$ cat src/include/svf_macros.svh
`ifndef SVF_MACROS_SVH
`define SVF_MACROS_SVH

// sample and coefficient words are Q5.16.
`define SVF_SAMPLE_W 21

// full signed product of two words.
`define SVF_PROD_W 42

// product bits kept after a multiply realign the result to Q5.16.
`define SVF_FRAC_LSB 16
`define SVF_FRAC_MSB 36

// mixer clamp limits of -2^20 and 2^20-1.
`define SVF_SAMPLE_MAX 21'sh0FFFFF
`define SVF_SAMPLE_MIN 21'sh100000

`endif

$ cat src/design/svf_types_pkg.sv
`include "svf_macros.svh"

package svf_types_pkg;

    typedef logic signed [`SVF_SAMPLE_W-1:0] sample_t;

    // encoded 0 to 3 in response selector order.
    typedef enum logic [1:0] {
        mode_lowpass,
        mode_bandpass,
        mode_highpass,
        mode_notch
    } filter_mode_e;

    typedef enum logic [1:0] {
        mix_a,
        mix_b,
        mix_sum,
        mix_diff
    } mix_mode_e;

    // signed Q5.16 multiply that keeps bits 36 down to 16 of the full product.
    function automatic sample_t mul_q16(sample_t a, sample_t b);
        logic signed [`SVF_PROD_W-1:0] p;
        p = a * b;
        return p[`SVF_FRAC_MSB:`SVF_FRAC_LSB];
    endfunction

endpackage

$ cat src/design/svf_mixer.sv
`timescale 1ns/10ps

`include "svf_macros.svh"

module svf_mixer
    import svf_types_pkg::*;
(
    input  logic      clk,
    input  logic      rst,
    input  logic      in_valid,
    input  sample_t   y_a,
    input  sample_t   y_b,
    input  mix_mode_e mix,
    output sample_t   sample_out,
    output logic      out_valid
);

    // one guard bit so the sum or difference cannot wrap.
    logic signed [`SVF_SAMPLE_W:0] wide;
    sample_t                       clamped;
    sample_t                       mixed;

    assign wide = (mix == mix_diff) ? y_a - y_b : y_a + y_b;

    // top two bits differ only when the result is out of range.
    assign clamped = (wide[`SVF_SAMPLE_W] == wide[`SVF_SAMPLE_W-1]) ?
                     sample_t'(wide[`SVF_SAMPLE_W-1:0]) :
                     (wide[`SVF_SAMPLE_W] ? `SVF_SAMPLE_MIN : `SVF_SAMPLE_MAX);

    always_comb begin
        case (mix)
            mix_a:   mixed = y_a;
            mix_b:   mixed = y_b;
            default: mixed = clamped;
        endcase
    end

    always_ff @(posedge clk) begin
        if (rst) begin
            sample_out <= '0;
        end else if (in_valid) begin
            sample_out <= mixed;
        end
    end

    always_ff @(posedge clk) begin
        if (rst) begin
            out_valid <= 1'b0;
        end else begin
            out_valid <= in_valid;
        end
    end

endmodule

$ cat config.mk
export PLATFORM = sky130hd
export DESIGN_NAME = svf_mixer
export DESIGN_NICKNAME = d
export VERILOG_FILES = /design/src/design/svf_types_pkg.sv /design/src/design/svf_mixer.sv
export VERILOG_INCLUDE_DIRS = /design/src /design/src/include
export SDC_FILE = /design/constraint.sdc
export NUM_CORES = 1
export LEC_CHECK = 0
export ABC_CLOCK_PERIOD_IN_PS = 4640
export BUFFER_PORTS_ARGS = -buffer_cell sky130_fd_sc_hd__buf_2
export CAP_MARGIN = 20
export CORE_ASPECT_RATIO = 1.4
export CORE_MARGIN = 3
export CORE_UTILIZATION = 51
export CTS_BUF_LIST = sky130_fd_sc_hd__clkbuf_2
export DETAILED_ROUTE_END_ITERATION = 8
export PLACE_DENSITY = 0.79
export SLEW_MARGIN = 30
export SYNTH_ARGS = -nofsm -noshare
export SYNTH_HDL_FRONTEND = slang
export SYNTH_SLANG_ARGS = --single-unit
$ cat constraint.sdc
create_clock -name clk -period 4.64 [get_ports clk]
set_clock_uncertainty 0.15 [all_clocks]
set_input_delay 0.928 -clock clk [delete_from_list [all_inputs] [get_ports clk]]
set_output_delay 0.928 -clock clk [all_outputs]
set_load 0.01 [all_outputs]
======== Word-level counts from Yosys, hierarchy flattened ========
Index checks and enable logic that the tools add are counted.
storage, ports and cells
  flip-flop bits (word level) ............. 22
  input port bits ......................... 47
  output and inout bits ................... 22
cells by class
  add/subtract/negate cells ............... 2
  eq/ne operators ......................... 3
  mux-type cells .......................... 4
  reduce and logical (&&, ||, !) cells .... 1
operators with widths
  operator              number
  $mux W21              2
  $pmux W21 S2          1
  $add A21 B21 Y22      1
  $mux W22              1
  $sub A21 B21 Y22      1
  $eq A2 B1 Y1 const B  1
  $eq A2 B2 Y1 const B  1
  $logic_not A2 Y1      1
  $eq A1 B1 Y1          1

======== Logic depth before layout (Yosys ltp) ========
Gate-level depths: netlist (run 1).
  depth after elaboration ................. 5
  mapped depth ............................ 19

======== Worst setup path after synthesis (run 1) ========
No wires, ideal clock.
  path kind ............................... input port to flip-flop
  start point ............................. input y_b[5]
  end point ............................... register sample_out[11]
  library setup time ...................... 0.134 ns
  data arrival time ....................... 4.669 ns
  required time ........................... 4.356 ns
  path slack .............................. -0.313 ns
  stages .................................. 19
  cells stage by stage .................... nor4_1 -> nand2_1 -> nor3_1 -> nand2b_1 -> nor4_1 -> nand3_1 -> o41ai_1 -> xor2_1 -> ha_1 -> a21oi_1 -> o21ai_0 -> a21o_1 -> a221oi_1 -> o211ai_2 -> a22o_1 -> buf_6 -> buf_12 -> a31oi_4 -> a211oi_1
on the way
  word-level cells in the longest chain between the ends .. 5
RTL lines
  item                                                              line             text
  start: declaration                                                svf_mixer.sv:12  input sample_t y_b,
  $add A21 B21 Y22 / $sub A21 B21 Y22 (equally long branches)       svf_mixer.sv:23  assign wide = (mix == mix_diff) ? y_a - y_b : y_a + y_b;
  $mux W22 *                                                        svf_mixer.sv:23
  $mux W21 (no source line) / $eq A1 B1 Y1 (equally long branches)  -
  $mux W21 *                                                        svf_mixer.sv:26  assign clamped = (wide[`SVF_SAMPLE_W] == wide[`SVF_SAMPLE_W-1]) ?
  $pmux W21 S2 *                                                    svf_mixer.sv:31  case (mix)
  end signal: assignment                                            svf_mixer.sv:42  sample_out <= mixed;
  end: declaration                                                  svf_mixer.sv:14  output sample_t sample_out,
Mark *: on every way between the ends. The rest lies on a longest branch, timed or not.
A chain may end at the register's enable or synchronous reset.

======== Worst setup path in the final report (run 1) ========
  start point ............................. input y_b[2]
  end point ............................... register sample_out[16]
Same word-level chain as after synthesis.

==> impl_metrics.csv, run 1 <==
group,metric,value,unit
finish,layout_commonest_cell,"buf_2",
timing,drv_slew,0,
finish,area_delta_synth_final,33.3,%
worst_setup_path,max_stage_delay,360,ps
timing,hold_viol,0,
power,combPwrFrac,0.643,
clock_tree,cts-buffers-inserted,3,
power,leakagePower,0.00178,uW
global_route,grt_pass1_wl,13300,um
global_route,antenna_found_initial,0,
power,power_density,251,nW/um^2
placement,io_buffer_count,68,
timing,finalCriticalPeriod,4610,ps
clock_tree,clock-sinks,22,
flow_run,cap_violations,0,
finish,final_core_util,0.706,
synthesis,synthArstFlopShare,0,
clock_tree,clk_latency,330,ps
finish,insertedDiodeCount,0,
power,p_switching,404,uW
clock_tree,h-tree-depth,1,
outcome,status,"completed",
worst_setup_path,reg2reg_depth,3,
worst_setup_path,regToRegEndpoint,"sample_out[1]",
synthesis,avgSynthCellArea,7.60,sq um
worst_setup_path,crit_chain,"buf_8, nor4_4, nand2_1, nor3_2, nand2b_1, nor4_4, nand3_2, o41ai_2, xor2_1, ha_1, and4_4, and2_4, o21a_1, o21ai_2, a211o_1, buf_4, a221oi_2, o221ai_1, and2_1",
worst_setup_path,crit_path_frequent_cell,"nor4_4",
synthesis,synth_edf_count,0,
synthesis,ys_warn_count,0,
route,drc,0,
clock_tree,cts_tree,"yes",
worst_setup_path,cp_max_fo,4,
power,ir_drop,0.122,mV
synthesis,syn_nets,458,
route,vias_per_cell,5.91,
die,dieHeight,96.0,um
die,core_region_area,5570,sq um
clock_tree,root_buffer,"clkbuf_2",
timing,setup_viol,0,
worst_setup_path,worst-endpoint-arrival,4720,ps
synthesis,synthesis.area,2950,sq um
synthesis,synth_top_cell_by_area,"dfxtp_1",
hold_path,min_path_type,"flip-flop to flip-flop",
timing,fmax,217,MHz
die,start_util,0.530,
hold_path,holdPathEnd,"sample_out[0]",
timing,fin_crit_sh,0.994,
clock_tree,clk_path_buf_depth,2,
global_route,grt_pass1_vias,2915,
finish,layout_common_cells,"buf_2 (66), nor2_1 (61), buf_4 (45), a21oi_1 (23)",
route,drt-wirelength-per-cell,15.8,um
synthesis,syn_inst,388,
worst_setup_path,cp-start-kind,"input pin",
synthesis,synthTopCellsByArea,"dfxtp_1 (15%), ha_1 (9.3%), nor2_1 (7.8%), mux2i_1 (6.4%), xnor2_1 (5.9%)",
finish,final_nets,557,
finish,drive_above_1_share,0.327,
route,dr_total_vias,3275,
worst_setup_path,required,4740,ps
timing,rsz0062_at_grt,"yes",
synthesis,ys.flop_type,"dfxtp_1",
worst_setup_path,worstSetupPathType,"input pin to flip-flop",
worst_setup_path,r2r_setup_slack,3540,ps
power,netSwitchingFraction,0.409,
route,antenna_left,0,
timing,tightest_slew,528,ps
synthesis,synth_cell_type_count,55,
power,clkPwrFrac,0.134,
timing,max_slew_margin,0.645,
die,num_rows,32,
worst_setup_path,endpoint_kind,"flip-flop",
clock_tree,cts_hold_buf,0,
worst_setup_path,r2r_start,"sample_out[1]",
worst_setup_path,crit_slowest_cell,"ha_1",
synthesis,synth_seq_cells,22,
die,die_area,6740,sq um
route,drt_pass1_iterations,5,
synthesis,synth_top_area_share,0.149,
route,routed_wirelength,8750,um
synthesis,ys_seq_area_frac,0.149,
global_route,grt_util_all_layers,0.238,
die,io-pin-count,69,
hold_path,holdPathStages,2,
placement,dpl.hpwl,6830,um
placement,finalWeightedCongestion,0.941,
timing,finalSetupTns,0,ps
power,p_int,584,uW
clock_tree,clk_pin_slew_worst_paths,210,ps
hold_path,hp-start,"sample_out[0]",
route,drt_iter0_markers,153,
global_route,grt_overflow,0,
die,dieWidth,70.3,um
power,power_frac_seq,0.222,
global_route,grt_max_degree,30,
power groups by stage:
stage / Combinational (uW) / Sequential, uW / Clock, uW
2_1_floorplan: 374 / 234 / 0
3_3_place_gp: 547 / 223 / 0
3_5_place_dp: 555 / 223 / 0
4_1_cts: 559 / 220 / 134
5_1_grt: 686 / 222 / 140
6_report: 635 / 220 / 132
flip-flops by register name, indices dropped and copies added, names as in the netlist:
name / flops
out_valid: 1
sample_out: 21
metal layers:
layer | GRT usage | share of wire
met2 | 0.423 | 0.49
met4 | 0.0543 | 0.011
met3 | 0.0125 | 0.055
met1 | 0.315 | 0.45
met5 | 0 | 0
critical path: cells and delay by family:
kind	cells	cell delay [ps]
adder cells (fa/ha/maj)	1	360
AND/OR/NAND/NOR	9	1770
buffers and inverters	2	260
XOR/XNOR	1	120
AO/OA/AOI/OAI	6	1260
per-stage QoR:
stage          hold WS (ps)  total power (uW)  instance area (sq um)  worst slack [ps]  instances
2_1_floorplan           353               608                   2980              39.9        388
3_3_place_gp            323               770                   3630              -289        544
3_5_place_dp            327               779                   3630              -434        544
4_1_cts                 350               913                   3680              3.75        548
5_1_grt                 373              1050                   3930              -170        554
6_report                346               987                   3930              27.0        554
worst max-delay path by stage:
stage	from	end	cells past startpoint	slack, ps
final	y_b[2]	sample_out[16]	19	30
after detailed placement	y_b[5]	sample_out[6]	19	-430
after global placement	y_b[5]	sample_out[16]	19	-290
after global routing	y_b[2]	sample_out[16]	19	-170
after floorplan	y_b[5]	sample_out[11]	19	40
after CTS	y_b[5]	sample_out[16]	19	4
cell families (layout without fill, tap and decap cells):
group,Yosys count,after routing,share of synthesized area
multiplexers,23,23,0.0798
flip-flops,22,22,0.149
XOR/XNOR,31,31,0.0921
AND/OR/NAND/NOR,133,133,0.208
AO/OA/AOI/OAI,125,125,0.317
buffers and inverters,30,128,0.0496
adder cells (fa/ha/maj),24,24,0.104
synthesized netlist by cell type, types with 4 or more instances:
cell type / instances
a211oi_1: 14
a21o_1: 9
a21oi_1: 24
a311oi_1: 6
a31oi_1: 15
a31oi_4: 5
and2_1: 4
clkbuf_1: 17
dfxtp_1: 22
ha_1: 22
inv_1: 6
mux2_2: 4
mux2i_1: 19
nand2_1: 23
nand3_1: 8
nor2_1: 61
nor2b_1: 5
nor3_1: 10
nor4_1: 4
o21a_1: 11
o21ai_0: 16
o31ai_1: 4
xnor2_1: 20
xor2_1: 11
layout make-up:
type / count / area (sq um)
inverter: 6 / 22.5
sequential: 22 / 440
tap: 68 / 85.1
clock inverter: 1 / 30.0
multi-input combinational: 336 / 2550
timing repair buffer: 118 / 791
clock buffer: 3 / 15.0
fill: 454 / 1640
repair_timing:
item,in CTS,in global routing
pin swaps,0,22
cloned,0,2
gates resized for setup,1,38
endpoints found under the setup margin,14,21
setup buffers,0,4
Power figures use the tool's default switching activity.
==> run 2: changes to the inputs <==
Settings changed: SETUP_SLACK_MARGIN from default to 0.3.
==> impl_metrics.csv, run 2 (same netlist as run 1, synthesis figures left out) <==
group,metric,value,unit
finish,area_delta_synth_final,34.2,%
die,num_rows,32,
route,vias_per_cell,6.13,
flow_run,cap_violations,0,
clock_tree,clk_latency,330,ps
hold_path,hp-start,"sample_out[17]",
power,ir_drop,0.105,mV
worst_setup_path,crit_chain,"buf_8, nor4_4, nand2_2, nor3_4, nand2b_1, nor4_4, nand3_2, o41ai_2, xor2_1, ha_1, and4_4, and2_4, o21a_1, o21ai_2, a211o_1, a22o_4, buf_12, a31oi_2, a211oi_1",
power,leakagePower,0.00178,uW
die,dieWidth,70.3,um
timing,drv_slew,0,
clock_tree,clk_path_buf_depth,2,
global_route,grt_pass1_vias,3116,
clock_tree,root_buffer,"clkbuf_2",
finish,final_nets,557,
route,drt-wirelength-per-cell,16.9,um
timing,finalSetupTns,0,ps
clock_tree,cts_hold_buf,0,
worst_setup_path,cp_top_family,"simple AND/OR/NAND/NOR gates",
timing,tightest_slew,568,ps
worst_setup_path,max_stage_delay,370,ps
finish,largest_register,"sample_out",
global_route,grt_max_degree,36,
timing,finalCriticalPeriod,4470,ps
worst_setup_path,required,4730,ps
clock_tree,clock-sinks,22,
finish,largest_register_ffs,21,
route,routed_wirelength,9380,um
placement,dpl.hpwl,7240,um
finish,layout_commonest_cell,"buf_2",
timing,rsz0062_at_grt,"yes",
timing,hold_viol,0,
timing,max_slew_margin,0.617,
worst_setup_path,cp-start-kind,"input pin",
worst_setup_path,crit_buf_inv,2,
finish,largestRegisters,"sample_out: 21 flops, out_valid: 1 flops",
timing,fmax,224,MHz
power,power,970,uW
placement,io_buffer_count,68,
placement,place_inst,545,
worst_setup_path,reg2reg_depth,3,
route,drt_pass1_iterations,7,
die,core_region_area,5570,sq um
global_route,grt_pass1_wl,14600,um
finish,drive_above_1_share,0.344,
timing,setup_viol,0,
clock_tree,cts-buffers-inserted,3,
die,die_area,6740,sq um
route,drt_iter0_markers,169,
finish,num-fill-cells,458,
finish,fin_cells,554,
worst_setup_path,worstSetupPathType,"input pin to flip-flop",
worst_setup_path,crit_slowest_cell,"a211o_1",
clock_tree,cts_tree,"yes",
hold_path,holdPathStages,2,
route,dr_total_vias,3394,
outcome,status,"finished, violations left",
outcome,violations,"design-rule violations",
timing,fin_crit_sh,0.964,
route,antenna_left,0,
global_route,antenna_found_initial,0,
die,dieHeight,96.0,um
power,power_density,245,nW/um^2
worst_setup_path,cp_max_fo,6,
placement,finalWeightedCongestion,1.02,
die,io-pin-count,69,
clock_tree,clk_pin_slew_worst_paths,200,ps
worst_setup_path,startpoint,"y_b[3]",
finish,layout_common_cells,"buf_2 (66), nor2_1 (59), buf_4 (41)",
clock_tree,h-tree-depth,1,
worst_setup_path,crit_path_frequent_cell,"nor4_4",
route,drc,1,
global_route,grt_overflow,0,
finish,insertedDiodeCount,0,
die,start_util,0.530,
worst_setup_path,r2r_setup_slack,3520,ps
worst_setup_path,r2r_start,"sample_out[1]",
hold_path,holdPathEnd,"sample_out[17]",
worst_setup_path,endpoint_kind,"flip-flop",
worst_setup_path,worst-endpoint-arrival,4560,ps
global_route,grt_util_all_layers,0.262,
worst_setup_path,regToRegEndpoint,"sample_out[1]",
hold_path,min_path_type,"flip-flop to flip-flop",
run 2: cell types whose count changed in the layout (fill, tap and decap cells not counted), sizes merged:
cell / before / now
buf: 116 / 118
clkbuf: 5 / 3
clkinv: 0 / 1
bufinv: 1 / 0
run 2: final cells by class:
type	count	area, sq um	share of cell area
inverters	6	22.5	0.00569
flip-flops and latches	22	440	0.111
repair buffers	118	800	0.202
multi-input cells	336	2590	0.655
clock inverters	1	3.75	0.000948
clock buffers	3	15.0	0.00379
well taps	68	85.1	0.0215
run 2: how the worst max path moves through the flow:
stage / slack (ps) / endpoint / cells past startpoint
after CTS: 290 / sample_out[16] / 19
after detailed placement: -220 / sample_out[7] / 19
after floorplan: 170 / sample_out[11] / 19
after global routing: -7 / sample_out[3] / 20
final: 170 / sample_out[3] / 19
after global placement: -160 / sample_out[16] / 19
run 2: metal layers:
metal  track usage  wire (um)
met1         0.335       3960
met4        0.0958        259
met2         0.462       4620
met3        0.0178        545
met5             0          0
run 2: per-stage QoR:
step	cell area, sq um	setup slack (ps)	hold WS (ps)	utilization
6_report	3960	166	345	0.711
5_1_grt	3960	-6.61	369	0.711
4_1_cts	3840	289	349	0.690
3_5_place_dp	3680	-221	327	0.661
3_3_place_gp	3680	-160	322	0.661
2_1_floorplan	3020	169	353	-
run 2: timing repair:
| item | 4_1_cts | 5_1_grt |
|---|---|---|
| buffers inserted | 3 | 1 |
| pin swaps | 1 | 13 |
| gates resized for setup | 18 | 23 |
| cloned | 1 | 0 |
| endpoints found under the setup margin | 20 | 21 |
run 2: power by group:
group | internal (uW) | switching [uW] | total, uW
Combinational | 317 | 356 | 674
Clock | 18.7 | 58.0 | 76.7
Sequential | 210 | 9.57 | 220
Total | 546 | 424 | 970
run 2: tightest hold or removal path: cells and delay by family, from the launching register on:
kind	cells	cell delay [ps]
flip-flops	1	350
AO/OA/AOI/OAI	1	50
AND/OR/NAND/NOR	1	80
==> run 3: changes to the inputs <==
Settings changed: ABC_CLOCK_PERIOD_IN_PS 4640 to 4800, CORE_UTILIZATION 51 to 57, CTS_CLUSTER_SIZE from default to 8, PLACE_DENSITY 0.79 to 0.84.
Clock period 4.64 ns to 4.8 ns, I/O delays scaled along.
==> impl_metrics.csv, run 3 (same netlist as run 1, synthesis figures left out) <==
group,metric,value,unit
flow_run,cap_violations,0,
power,ir_drop,0.109,mV
global_route,antenna_found_initial,0,
worst_setup_path,cp_top_family,"simple AND/OR/NAND/NOR gates",
global_route,grt_overflow,0,
timing,tightest_slew,515,ps
die,core_region_area,4920,sq um
worst_setup_path,crit_slowest_cell,"a211o_1",
finish,final_core_util,0.790,
timing,finalSetupTns,0,ps
worst_setup_path,crit_path_frequent_cell,"buf_4",
timing,hold_viol,0,
worst_setup_path,r2r_start,"sample_out[1]",
clock_tree,root_buffer,"clkbuf_2",
finish,largestRegisters,"sample_out: 21 flops, out_valid: 1 flops",
worst_setup_path,endpoint_kind,"flip-flop",
die,dieWidth,66.8,um
clock_tree,h-tree-depth,1,
finish,drive_above_1_share,0.325,
clock_tree,cts_hold_buf,0,
placement,io_buffer_count,68,
die,dieHeight,91.1,um
clock_tree,cts_tree,"yes",
placement,dpl.hpwl,6730,um
timing,max_slew_margin,0.654,
global_route,grt_util_all_layers,0.277,
timing,rsz0062_at_grt,"yes",
route,routed_wirelength,9360,um
route,antenna_left,0,
hold_path,min_path_type,"flip-flop to flip-flop",
finish,final_nets,538,
route,dr_total_vias,3262,
clock_tree,clock-sinks,22,
finish,largest_register,"sample_out",
finish,fin_area,3890,sq um
route,drt_pass1_iterations,5,
die,io-pin-count,69,
route,drt-wirelength-per-cell,17.6,um
timing,setup_slack,289,ps
placement,pre_cts_ws,-182,ps
worst_setup_path,startpoint,"y_b[5]",
global_route,grt_pass1_wl,13700,um
worst_setup_path,worst-endpoint-arrival,4600,ps
worst_setup_path,cp_max_fo,8,
global_route,grt_max_degree,28,
outcome,status,"completed",
power,leakagePower,0.00172,uW
global_route,grt_pass1_vias,2998,
worst_setup_path,worstSetupPathType,"input pin to flip-flop",
clock_tree,clk_latency,320,ps
finish,area_delta_synth_final,31.8,%
worst_setup_path,crit_buf_inv,5,
timing,fmax,222,MHz
placement,dpl_cell_area,3510,sq um
clock_tree,clk_pin_slew_worst_paths,200,ps
worst_setup_path,max_stage_delay,380,ps
placement,place_inst,521,
timing,fin_crit_sh,0.940,
timing,drv_slew,0,
route,drc,0,
finish,fin_cells,531,
placement,finalWeightedCongestion,0.877,
route,drt_iter0_markers,175,
finish,largest_register_ffs,21,
power,power_density,250,nW/um^2
worst_setup_path,cp-start-kind,"input pin",
timing,setup_viol,0,
worst_setup_path,crit_chain,"buf_8, nor4_4, nand2_2, nor3_4, nand2b_1, nor4_4, buf_4, buf_4, buf_4, a31oi_1, xnor2_1, ha_1, and4_4, and2_4, o21a_1, o21ai_1, a211o_1, a22o_4, buf_12, a31oi_4, a211oi_2",
finish,insertedDiodeCount,0,
finish,layout_commonest_cell,"buf_2",
die,start_util,0.600,
clock_tree,cts-buffers-inserted,3,
finish,layout_common_cells,"buf_2 (65), nor2_1 (61), buf_4 (27), a21oi_1 (23)",
route,vias_per_cell,6.14,
clock_tree,clk_path_buf_depth,2,
timing,finalCriticalPeriod,4510,ps
hold_path,hp-start,"sample_out[12]",
die,die_area,6080,sq um
die,num_rows,30,
worst_setup_path,required,4890,ps
## run 3: cell types whose count changed in the layout (fill, tap and decap cells not counted), sizes merged
cell and delta:
buf -20, bufinv +1, clkbuf +1, clkinv -1
## run 3: per-layer routing
layer  GRT usage  up-vias  share of wire
met5           0        -              0
met3     0.00495       16          0.048
met4      0.0559        0          0.023
met2       0.472      128           0.50
met1       0.384     1515           0.43
li1            -     1603              -
## run 3: report_power, final
group | internal (uW) | switching (uW) | leakage, uW | total, uW
clock network | 71.9 | 54.4 | 0.0000266 | 126
logic | 281 | 349 | 0.00151 | 630
registers | 203 | 9.98 | 0.000183 | 213
total | 556 | 413 | 0.00172 | 970
## run 3: worst paths after layout
check	endpoint	slack, ps	cells after the start
worst max-delay path	sample_out[4]	290	21
worst min register to register	sample_out[12]	350	2
worst max register to register	sample_out[1]	3690	3
worst min-delay path	sample_out[12]	350	2
## run 3: area by class of cell
| cell class | instances | area (sq um) |
|---|---|---|
| repair buffers | 99 | 646 |
| multi-input cells | 336 | 2650 |
| fillers | 349 | 1030 |
| flip-flops and latches | 22 | 440 |
| inverters | 6 | 22.5 |
| clock inverters | 1 | 30.0 |
| clock buffers | 3 | 15.0 |
| well taps | 64 | 80.1 |
## run 3: timing repair
action	4_1_cts	5_1_grt
cloned	0	1
endpoints found under the setup margin	16	21
resized for setup	4	49
pin swaps	0	13
setup buffers	1	4
## run 3: metrics by stage
step | power, uW | hold slack [ps]
floorplan | 591 | 353
global placement | 724 | 322
detailed placement | 736 | 328
CTS | 864 | 351
global route | 1020 | 382
finish | 970 | 353
## run 3: worst register-to-register path: cells and delay by family, from the launching register on
family             cells  cell delay, ps
AOI/OAI and AO/OA      2             490
and+or+nand+nor        1              50
DFF                    1             360
